$ cat src/source/board_input_pkg.sv
// ----------------------------------------------------------
// board input package
// widths, vector types and button bit positions shared by
// the joystick capture, mapping and control blocks
// ----------------------------------------------------------
`default_nettype none

package board_input_pkg;

    localparam int NUM_PLAYERS = 4;
    localparam int DIR_BITS    = 4;

    // raw joystick word from the frame with right/left/down/up at bits 3..0
    typedef logic [15:0] board_joy_t;
    // joystick word as seen by the game
    typedef logic [9:0]  game_joy_t;
    typedef logic [DIR_BITS-1:0] dir_t;
    // one bit per player
    typedef logic [NUM_PLAYERS-1:0] player_vec_t;

    // buttons sit above the directions, so these move with the button count
    function automatic int start_bit(input int buttons);
        return 6 + (buttons - 2);
    endfunction

    function automatic int coin_bit(input int buttons);
        return 7 + (buttons - 2);
    endfunction

    function automatic int pause_bit(input int buttons);
        return 8 + (buttons - 2);
    endfunction

endpackage

`default_nettype wire

$ cat src/source/way_filter.sv
// ----------------------------------------------------------
// four-way direction filter
// holds the last legal direction so diagonals are ignored
// when the game expects a four-way stick
// ----------------------------------------------------------
`timescale 1ns/1ps
`default_nettype none

module way_filter (
    input  wire logic                clk_sys,
    input  wire logic                rst,
    input  wire logic                en_4way,
    input  wire board_input_pkg::dir_t dir_in,
    output      board_input_pkg::dir_t dir_out
);
    import board_input_pkg::*;

    dir_t dir_q;
    logic legal;

    // none or a single direction pressed
    assign legal = ($countones(dir_in) <= 1);

    always_ff @(posedge clk_sys) begin
        if (rst) begin
            dir_q <= '0;
        end else if (!en_4way || legal) begin
            dir_q <= dir_in;
        end
    end

    assign dir_out = dir_q;

    // once a legal direction is held under filtering, the next output is legal too.
    // a diagonal caught when the filter turns on may persist until a legal input
    a_stays_4way: assert property (
        @(posedge clk_sys) disable iff (rst)
        (en_4way && $onehot0(dir_out)) |=> $onehot0(dir_out)
    ) else $error("four-way filter produced a diagonal");

endmodule

`default_nettype wire

$ cat src/source/joy_capture.sv
// ----------------------------------------------------------
// joystick capture stage
// registers the four board joysticks, filters the directions
// and keeps the button bits aligned with them
// ----------------------------------------------------------
`timescale 1ns/1ps
`default_nettype none

module joy_capture (
    input  wire logic                       clk_sys,
    input  wire logic                       rst,
    input  wire logic                       en_4way,
    input  wire board_input_pkg::board_joy_t board_joy1,
    input  wire board_input_pkg::board_joy_t board_joy2,
    input  wire board_input_pkg::board_joy_t board_joy3,
    input  wire board_input_pkg::board_joy_t board_joy4,
    output      board_input_pkg::board_joy_t joy_sync1,
    output      board_input_pkg::board_joy_t joy_sync2,
    output      board_input_pkg::board_joy_t joy_sync3,
    output      board_input_pkg::board_joy_t joy_sync4
);
    import board_input_pkg::*;

    localparam int HI_W = $bits(board_joy_t) - DIR_BITS;

    board_joy_t joy_in  [NUM_PLAYERS];
    board_joy_t joy_out [NUM_PLAYERS];

    assign joy_in[0] = board_joy1;
    assign joy_in[1] = board_joy2;
    assign joy_in[2] = board_joy3;
    assign joy_in[3] = board_joy4;

    for (genvar p = 0; p < NUM_PLAYERS; p++) begin : g_player
        dir_t            dir_filt;
        dir_t            dir_q;
        logic [HI_W-1:0] hi_q1;
        logic [HI_W-1:0] hi_q2;

        way_filter u_filter (
            .clk_sys ( clk_sys                   ),
            .rst     ( rst                       ),
            .en_4way ( en_4way                   ),
            .dir_in  ( joy_in[p][DIR_BITS-1:0]   ),
            .dir_out ( dir_filt                  )
        );

        // buttons take two registers to match filter plus capture
        always_ff @(posedge clk_sys) begin
            if (rst) begin
                dir_q <= '0;
                hi_q1 <= '0;
                hi_q2 <= '0;
            end else begin
                dir_q <= dir_filt;
                hi_q1 <= joy_in[p][$bits(board_joy_t)-1:DIR_BITS];
                hi_q2 <= hi_q1;
            end
        end

        assign joy_out[p] = {hi_q2, dir_q};
    end

    assign joy_sync1 = joy_out[0];
    assign joy_sync2 = joy_out[1];
    assign joy_sync3 = joy_out[2];
    assign joy_sync4 = joy_out[3];

endmodule

`default_nettype wire

$ cat src/source/joy_map.sv
// ----------------------------------------------------------
// joystick mapping stage
// merges keyboard keys, applies screen rotation and drives
// the game joysticks, coin and start with optional inversion
// ----------------------------------------------------------
`timescale 1ns/1ps
`default_nettype none

module joy_map #(
    parameter int BUTTONS    = 2,
    parameter bit ACTIVE_LOW = 1'b1
) (
    input  wire logic                        clk_sys,
    input  wire logic                        rst,
    input  wire board_input_pkg::board_joy_t  joy_sync1,
    input  wire board_input_pkg::board_joy_t  joy_sync2,
    input  wire board_input_pkg::board_joy_t  joy_sync3,
    input  wire board_input_pkg::board_joy_t  joy_sync4,
    input  wire board_input_pkg::game_joy_t   key_joy1,
    input  wire board_input_pkg::game_joy_t   key_joy2,
    input  wire board_input_pkg::game_joy_t   key_joy3,
    input  wire board_input_pkg::player_vec_t key_coin,
    input  wire board_input_pkg::player_vec_t key_start,
    input  wire logic                        rot_control,
    input  wire logic                        flip,
    output      board_input_pkg::game_joy_t   game_joy1,
    output      board_input_pkg::game_joy_t   game_joy2,
    output      board_input_pkg::game_joy_t   game_joy3,
    output      board_input_pkg::game_joy_t   game_joy4,
    output      board_input_pkg::player_vec_t game_coin,
    output      board_input_pkg::player_vec_t game_start
);
    import board_input_pkg::*;

    localparam int GW        = $bits(game_joy_t);
    localparam int START_BIT = start_bit(BUTTONS);
    localparam int COIN_BIT  = coin_bit(BUTTONS);

    localparam game_joy_t   JOY_INV = {GW{ACTIVE_LOW}};
    localparam player_vec_t VEC_INV = {NUM_PLAYERS{ACTIVE_LOW}};

    player_vec_t sync_coin;
    player_vec_t sync_start;

    // vertical screens swap the stick axes and flip picks the direction of turn
    function automatic game_joy_t remap(input game_joy_t j, input logic rot, input logic flp);
        game_joy_t r;
        r = j;
        if (rot) begin
            if (flp) begin
                r[3:0] = {j[1], j[0], j[2], j[3]};
            end else begin
                r[3:0] = {j[0], j[1], j[3], j[2]};
            end
        end
        return r;
    endfunction

    assign sync_coin  = {joy_sync4[COIN_BIT], joy_sync3[COIN_BIT],
                         joy_sync2[COIN_BIT], joy_sync1[COIN_BIT]};
    assign sync_start = {joy_sync4[START_BIT], joy_sync3[START_BIT],
                         joy_sync2[START_BIT], joy_sync1[START_BIT]};

    always_ff @(posedge clk_sys) begin
        if (rst) begin
            game_joy1  <= JOY_INV;
            game_joy2  <= JOY_INV;
            game_joy3  <= JOY_INV;
            game_joy4  <= JOY_INV;
            game_coin  <= VEC_INV;
            game_start <= VEC_INV;
        end else begin
            game_joy1  <= JOY_INV ^ remap(joy_sync1[GW-1:0] | key_joy1, rot_control, flip);
            game_joy2  <= JOY_INV ^ remap(joy_sync2[GW-1:0] | key_joy2, rot_control, flip);
            game_joy3  <= JOY_INV ^ remap(joy_sync3[GW-1:0] | key_joy3, rot_control, flip);
            // no keyboard map for player 4
            game_joy4  <= JOY_INV ^ remap(joy_sync4[GW-1:0], rot_control, flip);
            game_coin  <= VEC_INV ^ (sync_coin | key_coin);
            game_start <= VEC_INV ^ (sync_start | key_start);
        end
    end

    // the game sees released sticks as soon as reset is applied
    a_idle_after_rst: assert property (
        @(posedge clk_sys) rst |=>
            (game_joy1 == JOY_INV) && (game_joy2 == JOY_INV) &&
            (game_joy3 == JOY_INV) && (game_joy4 == JOY_INV)
    ) else $error("joysticks not idle after reset");

endmodule

`default_nettype wire

$ cat src/source/sys_ctrl.sv
// ----------------------------------------------------------
// system controls
// pause toggle, soft reset pulse, graphics layer enables and
// the service key, running beside the joystick pipeline
// ----------------------------------------------------------
`timescale 1ns/1ps
`default_nettype none

module sys_ctrl #(
    parameter int BUTTONS    = 2,
    parameter bit ACTIVE_LOW = 1'b1
) (
    input  wire logic                        clk_sys,
    input  wire logic                        rst,
    input  wire board_input_pkg::board_joy_t  joy_sync1,
    input  wire board_input_pkg::board_joy_t  joy_sync2,
    input  wire logic                        key_pause,
    input  wire logic                        key_reset,
    input  wire logic                        key_service,
    input  wire board_input_pkg::player_vec_t key_gfx,
    input  wire logic                        osd_pause,
    input  wire logic                        downloading,
    output      logic                        game_pause,
    output      logic                        soft_rst,
    output      logic                        game_service,
    output      board_input_pkg::player_vec_t gfx_en
);
    import board_input_pkg::*;

    localparam int PAUSE_BIT = pause_bit(BUTTONS);

    logic        joy_pause;
    logic        last_pause;
    logic        last_joy_pause;
    logic        last_reset;
    logic        last_osd_pause;
    player_vec_t last_gfx;
    logic        pause_rise;
    logic        osd_change;

    // either of the first two players can pause
    assign joy_pause  = joy_sync1[PAUSE_BIT] | joy_sync2[PAUSE_BIT];
    assign pause_rise = (key_pause & ~last_pause) | (joy_pause & ~last_joy_pause);
    assign osd_change = osd_pause ^ last_osd_pause;

    always_ff @(posedge clk_sys) begin
        if (rst) begin
            last_pause     <= 1'b0;
            last_joy_pause <= 1'b0;
            last_reset     <= 1'b0;
            last_osd_pause <= 1'b0;
            last_gfx       <= '0;
            game_pause     <= 1'b0;
            soft_rst       <= 1'b0;
            gfx_en         <= '1;
            game_service   <= ACTIVE_LOW;
        end else begin
            last_pause     <= key_pause;
            last_joy_pause <= joy_pause;
            last_reset     <= key_reset;
            last_osd_pause <= osd_pause;
            last_gfx       <= key_gfx;

            soft_rst     <= key_reset & ~last_reset;
            gfx_en       <= gfx_en ^ (key_gfx & ~last_gfx);
            game_service <= key_service ^ ACTIVE_LOW;

            // menu setting wins over a button toggle
            if (downloading) begin
                game_pause <= 1'b0;
            end else if (osd_change) begin
                game_pause <= osd_pause;
            end else if (pause_rise) begin
                game_pause <= ~game_pause;
            end
        end
    end

    // held reset key must not retrigger the game reset
    a_soft_rst_pulse: assert property (
        @(posedge clk_sys) disable iff (rst)
        soft_rst |=> !soft_rst
    ) else $error("soft reset longer than one cycle");

endmodule

`default_nettype wire

$ cat src/source/input_board.sv
// ----------------------------------------------------------
// player input board
// capture and mapping stages for four joysticks, with the
// system control block alongside
// ----------------------------------------------------------
`timescale 1ns/1ps
`default_nettype none

module input_board #(
    parameter int BUTTONS    = 2,
    parameter bit ACTIVE_LOW = 1'b1
) (
    input  wire logic                        clk_sys,
    input  wire logic                        rst,
    input  wire logic                        en_4way,
    input  wire board_input_pkg::board_joy_t  board_joystick1,
    input  wire board_input_pkg::board_joy_t  board_joystick2,
    input  wire board_input_pkg::board_joy_t  board_joystick3,
    input  wire board_input_pkg::board_joy_t  board_joystick4,
    input  wire board_input_pkg::game_joy_t   key_joy1,
    input  wire board_input_pkg::game_joy_t   key_joy2,
    input  wire board_input_pkg::game_joy_t   key_joy3,
    input  wire board_input_pkg::player_vec_t key_coin,
    input  wire board_input_pkg::player_vec_t key_start,
    input  wire logic                        rot_control,
    input  wire logic                        flip,
    input  wire logic                        key_pause,
    input  wire logic                        key_reset,
    input  wire logic                        key_service,
    input  wire board_input_pkg::player_vec_t key_gfx,
    input  wire logic                        osd_pause,
    input  wire logic                        downloading,
    output      board_input_pkg::game_joy_t   game_joystick1,
    output      board_input_pkg::game_joy_t   game_joystick2,
    output      board_input_pkg::game_joy_t   game_joystick3,
    output      board_input_pkg::game_joy_t   game_joystick4,
    output      board_input_pkg::player_vec_t game_coin,
    output      board_input_pkg::player_vec_t game_start,
    output      logic                        game_pause,
    output      logic                        soft_rst,
    output      logic                        game_service,
    output      board_input_pkg::player_vec_t gfx_en
);
    import board_input_pkg::*;

    // board joysticks two cycles after sampling
    board_joy_t joy_sync1;
    board_joy_t joy_sync2;
    board_joy_t joy_sync3;
    board_joy_t joy_sync4;

    joy_capture u_capture (
        .clk_sys    ( clk_sys         ),
        .rst        ( rst             ),
        .en_4way    ( en_4way         ),
        .board_joy1 ( board_joystick1 ),
        .board_joy2 ( board_joystick2 ),
        .board_joy3 ( board_joystick3 ),
        .board_joy4 ( board_joystick4 ),
        .joy_sync1  ( joy_sync1       ),
        .joy_sync2  ( joy_sync2       ),
        .joy_sync3  ( joy_sync3       ),
        .joy_sync4  ( joy_sync4       )
    );

    joy_map #(
        .BUTTONS    ( BUTTONS    ),
        .ACTIVE_LOW ( ACTIVE_LOW )
    ) u_map (
        .clk_sys     ( clk_sys        ),
        .rst         ( rst            ),
        .joy_sync1   ( joy_sync1      ),
        .joy_sync2   ( joy_sync2      ),
        .joy_sync3   ( joy_sync3      ),
        .joy_sync4   ( joy_sync4      ),
        .key_joy1    ( key_joy1       ),
        .key_joy2    ( key_joy2       ),
        .key_joy3    ( key_joy3       ),
        .key_coin    ( key_coin       ),
        .key_start   ( key_start      ),
        .rot_control ( rot_control    ),
        .flip        ( flip           ),
        .game_joy1   ( game_joystick1 ),
        .game_joy2   ( game_joystick2 ),
        .game_joy3   ( game_joystick3 ),
        .game_joy4   ( game_joystick4 ),
        .game_coin   ( game_coin      ),
        .game_start  ( game_start     )
    );

    // only players 1 and 2 carry a pause button
    sys_ctrl #(
        .BUTTONS    ( BUTTONS    ),
        .ACTIVE_LOW ( ACTIVE_LOW )
    ) u_ctrl (
        .clk_sys      ( clk_sys      ),
        .rst          ( rst          ),
        .joy_sync1    ( joy_sync1    ),
        .joy_sync2    ( joy_sync2    ),
        .key_pause    ( key_pause    ),
        .key_reset    ( key_reset    ),
        .key_service  ( key_service  ),
        .key_gfx      ( key_gfx      ),
        .osd_pause    ( osd_pause    ),
        .downloading  ( downloading  ),
        .game_pause   ( game_pause   ),
        .soft_rst     ( soft_rst     ),
        .game_service ( game_service ),
        .gfx_en       ( gfx_en       )
    );

endmodule

`default_nettype wire

$ cat config.mk
export PLATFORM = sky130hd
export DESIGN_NAME = input_board
export DESIGN_NICKNAME = d
export VERILOG_FILES = /design/src/source/board_input_pkg.sv /design/src/source/way_filter.sv /design/src/source/joy_capture.sv /design/src/source/joy_map.sv /design/src/source/sys_ctrl.sv /design/src/source/input_board.sv
export SDC_FILE = /design/constraint.sdc
export NUM_CORES = 1
export LEC_CHECK = 0
export BUFFER_PORTS_ARGS = -buffer_cell sky130_fd_sc_hd__buf_4
export CAP_MARGIN = 15
export CORE_MARGIN = 2
export CORE_UTILIZATION = 50
export CTS_CLUSTER_DIAMETER = 80
export DETAILED_ROUTE_END_ITERATION = 6
export HOLD_SLACK_MARGIN = 0.1
export PLACE_DENSITY = 0.82
export RECOVER_POWER = 25
export SYNTH_ARGS = -nofsm -noshare
export SYNTH_HDL_FRONTEND = slang
export SYNTH_SLANG_ARGS = --single-unit
$ cat constraint.sdc
create_clock -name clk_sys -period 3.79 [get_ports clk_sys]
set_clock_uncertainty 0.2 [all_clocks]
set_input_delay 0.379 -clock clk_sys [delete_from_list [all_inputs] [get_ports clk_sys]]
set_output_delay 0.379 -clock clk_sys [all_outputs]
set_load 0.03 [all_outputs]
# Word-level counts from Yosys, hierarchy flattened
# Cells that the tools add are included.
totals:
  ff_bits: 143
  wordCells: 93
  romBits: 0
  output_inout_bits: 55
  latchBits: 0
  n_memories: 0
  in_bits: 116
  ramBits: 0
classes:
  order_cmp: 4
  n_mul: 0
  bitwise_logic: 25
  add_sub_neg: 12
  mux: 14
  n_div: 0
  reduce_logical: 7
  n_eq_ne: 0
  n_shift: 0
op_table:
  columns: ["cell", "count"]
  rows:
  - ["adder 32 x 2 -> 32 bit", 4]
  - ["<= comparator 32 x 2 -> 1 bit, second input constant", 4]
  - ["2-to-1 mux 4 bit", 12]
  - ["NOT 10 bit", 4]
  - ["OR 10 bit", 3]
  - ["adder 1 x 1 -> 2 bit", 8]
  - ["NOT 4 bit", 3]
  - ["OR 4 bit", 2]
  - ["NOT 1 bit", 5]
  - ["AND 4 bit", 1]
  - ["logical OR 1 bit", 4]
  - ["XOR 4 bit", 1]
  - ["AND 1 bit", 3]
  - ["2-to-1 mux 1 bit", 2]
  - ["OR 1 bit", 2]
  - ["nonzero test 2 bit", 1]
  - ["OR reduction 2 bit", 1]
  - ["zero test 1 bit", 1]
  - ["XOR 1 bit", 1]

# Longest topological paths before layout
depth:
  word_depth: 5
  mapped_depth: 7
  ltp_nobuf: 7

# By module
# From an unflattened synthesis, not the netlist that was laid out.
unflattened:
  cells_unflattened: 515
  hier_area_um2: 6099.6
modules_own_cells:
  columns: ["mod", "cells_per_inst", "n_inst", "area_each_um2", "seq_area_each_um2"]
  rows:
  - ["joy_capture", 236, 1, 3022.9, 2242.2]
  - ["joy_map", 152, 1, 1700.4, 960.9]
  - ["way_filter", 20, 4, 214.0, 80.1]
  - ["sys_ctrl", 47, 1, 520.5, 300.3]

# Least setup slack after synthesis
# No wires, ideal clock.
synth_path:
  path_kind: "in2reg"
  start: "input port board_joystick1[0]"
  end: "register u_capture.g_player[0].u_filter.dir_q[0]"
  setup_slack_ns: 1.649
  n_path_buf: 0
  setup_ns: 0.117
  arrival_time_ns: 1.824
  path_stages: 7
  required_ns: 3.473
  cell_sequence: "ha_1 fa_1 inv_1 ha_1 o21ai_2 mux2i_1 nor2_1"
synth_via:
  elab_chain_cells: 4
synth_lines:
  columns: ["item", "line", "source"]
  rows:
  - ["from (decl)", "input_board.sv:16", "input wire board_input_pkg::board_joy_t board_joystick1,"]
  - ["adder 1 x 1 -> 2 bit (implied by the code)", "way_filter.sv:22", "assign legal = ($countones(dir_in) <= 1);"]
  - ["adder 32 x 2 -> 32 bit (implied by the code)", "way_filter.sv:22", null]
  - ["<= comparator 32 x 2 -> 1 bit", "way_filter.sv:22", null]
  - ["logical OR 1 bit", "way_filter.sv:27", "end else if (!en_4way || legal) begin"]
  - ["to (signal assigned)", "way_filter.sv:28", "dir_q <= dir_in;"]
  - ["to (decl)", "way_filter.sv:18", "dir_t dir_q;"]
# Several ways; a longest one is shown, not always the timed one.
# A chain may end at the register's enable or synchronous reset.

# Worst setup path in the final report
layout_path:
  start: "input port board_joystick4[0]"
  end: "register u_capture.g_player[3].u_filter.dir_q[1]"
layout_via:
  elab_chain_cells: 4
layout_lines:
  columns: ["item", "line", "source"]
  rows:
  - ["from (decl)", "input_board.sv:19", "input wire board_input_pkg::board_joy_t board_joystick4,"]
  - ["adder 1 x 1 -> 2 bit (implied by the code)", "way_filter.sv:22", null]
  - ["adder 32 x 2 -> 32 bit (implied by the code)", "way_filter.sv:22", null]
  - ["<= comparator 32 x 2 -> 1 bit", "way_filter.sv:22", null]
  - ["logical OR 1 bit", "way_filter.sv:27", null]
  - ["to (signal assigned)", "way_filter.sv:28", null]
  - ["to (decl)", "way_filter.sv:18", null]
# No other way between the ends.

==> impl_summary.txt <==
----------------------------------------------------
[Power and ir drop]
  Static leakage power ... 0.00322 µW
  Worst supply voltage drop on vdd ... 479 µV
  Cell area power density ... around 520 mW/mm²
  Overall power after layout ... 3720 µW

[Layout]
  Layout Cells excl Fill ... 751
  Share of cells above drive strength 1 ... 29.2%
  Diodes inserted ... 0
  Layout overhead on the synthesized area ... 53.1%
  Final net count ... around 760

[Timing]
  Fmax ... about 0.4 GHz
  RSZ-0062 raised after global routing ... false
  Hold Violations, Final ... 0
  Final-layout worst hold slack ... between 0.1 and 0.15 ns
  Measured slew at the worst slew-check pin ... 0.624 ns
  Final max-slew violation count ... 0
  Crit share post-route ... 65.3%
  Fin crit period ... 2.47 ns
  Max-Slew Margin vs Limit ... around 60%
  Number of setup violations in the final report ... 0
  Final setup slack of the worst path ... 1.32 ns
  Setup total negative slack ... 0 ns

[Critical path]
  Endpoint arrival time on the critical path ... roughly 2.7 ns
  Crit path largest cell delay ... 0.54 ns
  Worst Reg-to-Reg Cells ... 5
  Cell type group with the largest total delay on the critical path ... adder cells
  Critical path class ... in -> reg
  Chain of cells forming the critical path ... dlygate4sd3_1, buf_4, ha_1, fa_1, inv_1, ha_1, o21ai_2, mux2i_1, nor2_1
  CP Capture Point ... u_capture.g_player[3].u_filter.dir_out[1]$_SDFFE_PP0P_
  Reg-to-reg endpoint ... u_ctrl.game_pause$_SDFFE_PP0P_
  Most common cell on crit path ... sky130_fd_sc_hd__ha_1
  Combined buffer and inverter count along the critical path ... 3
  Worst path slowest cell ... sky130_fd_sc_hd__dlygate4sd3_1
  R2r setup slk ... around 1.8 ns
  Sort of element at the end of the critical path ... flop
  Worst R2R Start ... u_capture.g_player[1].hi_q2[4]$_SDFF_PP0_
  Endpoint required time on the critical path ... approximately 4.0 ns
  CP max FO ... 4
  Total number of cells along the worst setup path ... 9
  Worst Setup Start Kind ... input pin
  Worst setup path startpoint ... board_joystick4[0]

[Clock tree]
  CTS sink count ... 143
  Post-CTS setup-driven buffer insertion count ... 0
  CTS tree ... yes
  Clk root buf ... sky130_fd_sc_hd__clkbuf_8
  Maximum level of the CTS H-tree ... 4
  Max clock buf depth ... 2
  Clock slew at the register clock pins of the worst setup and hold paths ... 0.06 ns
  Number of buffers inserted during clock tree synthesis ... 17
  Clock latency reported for the late side of the worst-skew pair ... approximately 0.50 ns

[Drt]
  Mean routed wirelength per cell ... about 14 µm
  Post-DR vias/cell ... around 4.8
  Routed vias ... 3,582
  Post-route antenna net violation count ... 0
  Drc violations ... 0
  Number of search-and-repair iterations in the first detailed-routing pass ... 5
  WL final ... approximately 10 mm
  Count of routing violations after the opening detailed-route iteration ... a little over 200

[Place]
  Last weighted congestion value of the routability-driven placer ... approximately 0.74
  Buffers on Ports ... about 150
  Post-Place Setup Slack ... between 1 and 1.5 ns
  Post-placement cell count ... 643
  Detailed-placement wirelength estimate ... 6.26 mm

[Hold path]
  HP Start ... key_joy3[1]
  Class of the worst hold path ... in -> reg

[Floorplan]
  Overall die area ... 0.0102 mm²
  Number of I/O pins ... 171
  Number of standard-cell rows in the floorplan ... 35
  Core ar. ... 0.00915 mm²
  Die Height ... 101 µm
  Initial core utilization ... a little over 50%
  Overall die width ... 101 µm

[Logic synthesis]
  Syn_nets ... about 530
  Combined area of all synthesized cells ... 0.00469 mm²
  Mean instance size in the synthesized netlist ... 11.6 µm²
  EDFF count, synth ... 0
  #FFs+latches synth ... 143
  Post-synthesis instance total ... 406
  Post-synth ARST share ... 0%
  Leading cell type by number of instances after synthesis ... sky130_fd_sc_hd__dfxtp_1
  Cell type with the highest aggregate area in the netlist ... sky130_fd_sc_hd__dfxtp_1
  Biggest area contributors in the synthesized netlist ... sky130_fd_sc_hd__dfxtp_1 (61%), sky130_fd_sc_hd__nor2b_1 (10%), sky130_fd_sc_hd__o21bai_1 (6.1%), sky130_fd_sc_hd__mux2i_1 (4.3%), sky130_fd_sc_hd__ha_1 (2.7%)
  Number of warnings printed during yosys synthesis ... 0
  Primary flip-flop cell chosen by synthesis mapping ... sky130_fd_sc_hd__dfxtp_1
  Share of the yosys chip area belonging to registers ... 61.0%
  Top cell types by occurrence after synthesis ... sky130_fd_sc_hd__dfxtp_1 (143), sky130_fd_sc_hd__nor2b_1 (77), sky130_fd_sc_hd__o21bai_1 (38)
  Count of distinct cell types in the synthesized netlist ... 25
  Portion of synthesized cell area occupied by the leading cell type ... 61.0%

[Run]
  Max-cap violations ... 0

[Global routing]
  Global-route wire length before repair ... 16.9 mm
  Largest net degree at the start of global routing ... 70
  GRT Resource Usage Total ... 21.4%
  Global route total overflow ... 0
  Initial antenna violation count ... 0
  Vias in the first global route ... between 3k and 4k

[Status]
  Result of the run ... completed

----------------------------------------------------
-- worst min-delay path by stage --
stage	to	slack, ns	cells after the start
finish	u_map.game_joy3[2]$_SDFF_PP1_	0.12	3
global route	u_map.game_joy1[3]$_SDFF_PP1_	0.12	3
CTS	u_map.game_joy3[2]$_SDFF_PP1_	0.10	3
detailed placement	u_map.game_joy4[8]$_SDFF_PP1_	0.16	1
global placement	u_map.game_joy4[9]$_SDFF_PP1_	0.16	1
floorplan	u_map.game_joy4[4]$_SDFF_PP1_	0.16	1
-- power by group --
| group | total (µW) | internal, µW | switching, µW |
|---|---|---|---|
| clock network | 1630 | 979 | 653 |
| logic | 464 | 246 | 218 |
| registers | 1630 | 1590 | 35.2 |
-- layout make-up --
| class | instances | area (µm²) |
|---|---|---|
| clock buffer | 18 | 428 |
| inverter | 4 | 15.0 |
| timing repair buffer | 224 | 1870 |
| clock inverter | 14 | 170 |
| fill | 571 | 1960 |
| tap | 111 | 139 |
| multi-input combinational | 237 | 1700 |
| sequential | 143 | 2860 |
-- logic make-up after synthesis --
logic type,Yosys count,synth area share [%]
AO/OA/AOI/OAI,74,12.3
XOR/XNOR,4,0.746
adder cells (fa/ha/maj),12,3.52
buffers and inverters,26,2.75
flip-flops,143,61.0
multiplexers,20,4.26
AND/OR/NAND/NOR,127,15.5
-- worst min-delay path, delay by kind of cell --
family                 cells  cell delay, ns
AO/OA/AOI/OAI              2            0.29
buffers and inverters      1            0.12
-- what timing repair did --
| item | 4_1_cts | 5_1_grt |
|---|---|---|
| resized for setup | 0 | 0 |
| endpoints found under the setup margin | 0 | 0 |
| hold buffers | 76 | 0 |
| endpoints found under the hold margin | 80 | 0 |
-- placed cells by master, fill, tap and decap left out, types with 4 or more instances in the layout --
cell	count
sky130_fd_sc_hd__dfxtp_1	143
sky130_fd_sc_hd__buf_4	122
sky130_fd_sc_hd__nor2b_1	77
sky130_fd_sc_hd__dlygate4sd3_1	76
sky130_fd_sc_hd__o21bai_1	38
sky130_fd_sc_hd__clkbuf_4	26
sky130_fd_sc_hd__nor2_1	23
sky130_fd_sc_hd__mux2i_1	20
sky130_fd_sc_hd__clkbuf_16	16
sky130_fd_sc_hd__o21ai_0	12
sky130_fd_sc_hd__nor3_1	12
sky130_fd_sc_hd__a311o_1	12
sky130_fd_sc_hd__nand2b_1	11
sky130_fd_sc_hd__ha_1	10
sky130_fd_sc_hd__a211o_1	6
sky130_fd_sc_hd__inv_6	5
sky130_fd_sc_hd__clkinv_4	5
sky130_fd_sc_hd__inv_1	4
sky130_fd_sc_hd__xnor2_1	4
-- per-layer routing --
layer / vias up / wire length (µm) / global-route usage (%)
met5: - / 0 / 0
li1: 1807 / - / -
met4: 0 / 226 / 8.73
met1: 1638 / 4150 / 23.2
met3: 20 / 473 / 4.79
met2: 117 / 5620 / 40.0
-- flip-flops by register name, summed over array words and instances, names as in the netlist, 10 cells and up --
name / cells
u_capture.g_player.dir_q: 16
u_capture.g_player.hi_q1: 24
u_capture.g_player.hi_q2: 24
u_capture.g_player.u_filter.dir_out: 16
u_map.game_joy1: 10
u_map.game_joy2: 10
u_map.game_joy3: 10
u_map.game_joy4: 10
-- metrics by stage --
| step | area, µm² | utilization, % |
|---|---|---|
| floorplan | 4690 | - |
| global placement | 5830 | 63.7 |
| detailed placement | 5830 | 63.7 |
| CTS | 7190 | 78.6 |
| global route | 7190 | 78.6 |
| finish | 7190 | 78.6 |
Note: power is estimated with default switching activity, not from simulation.
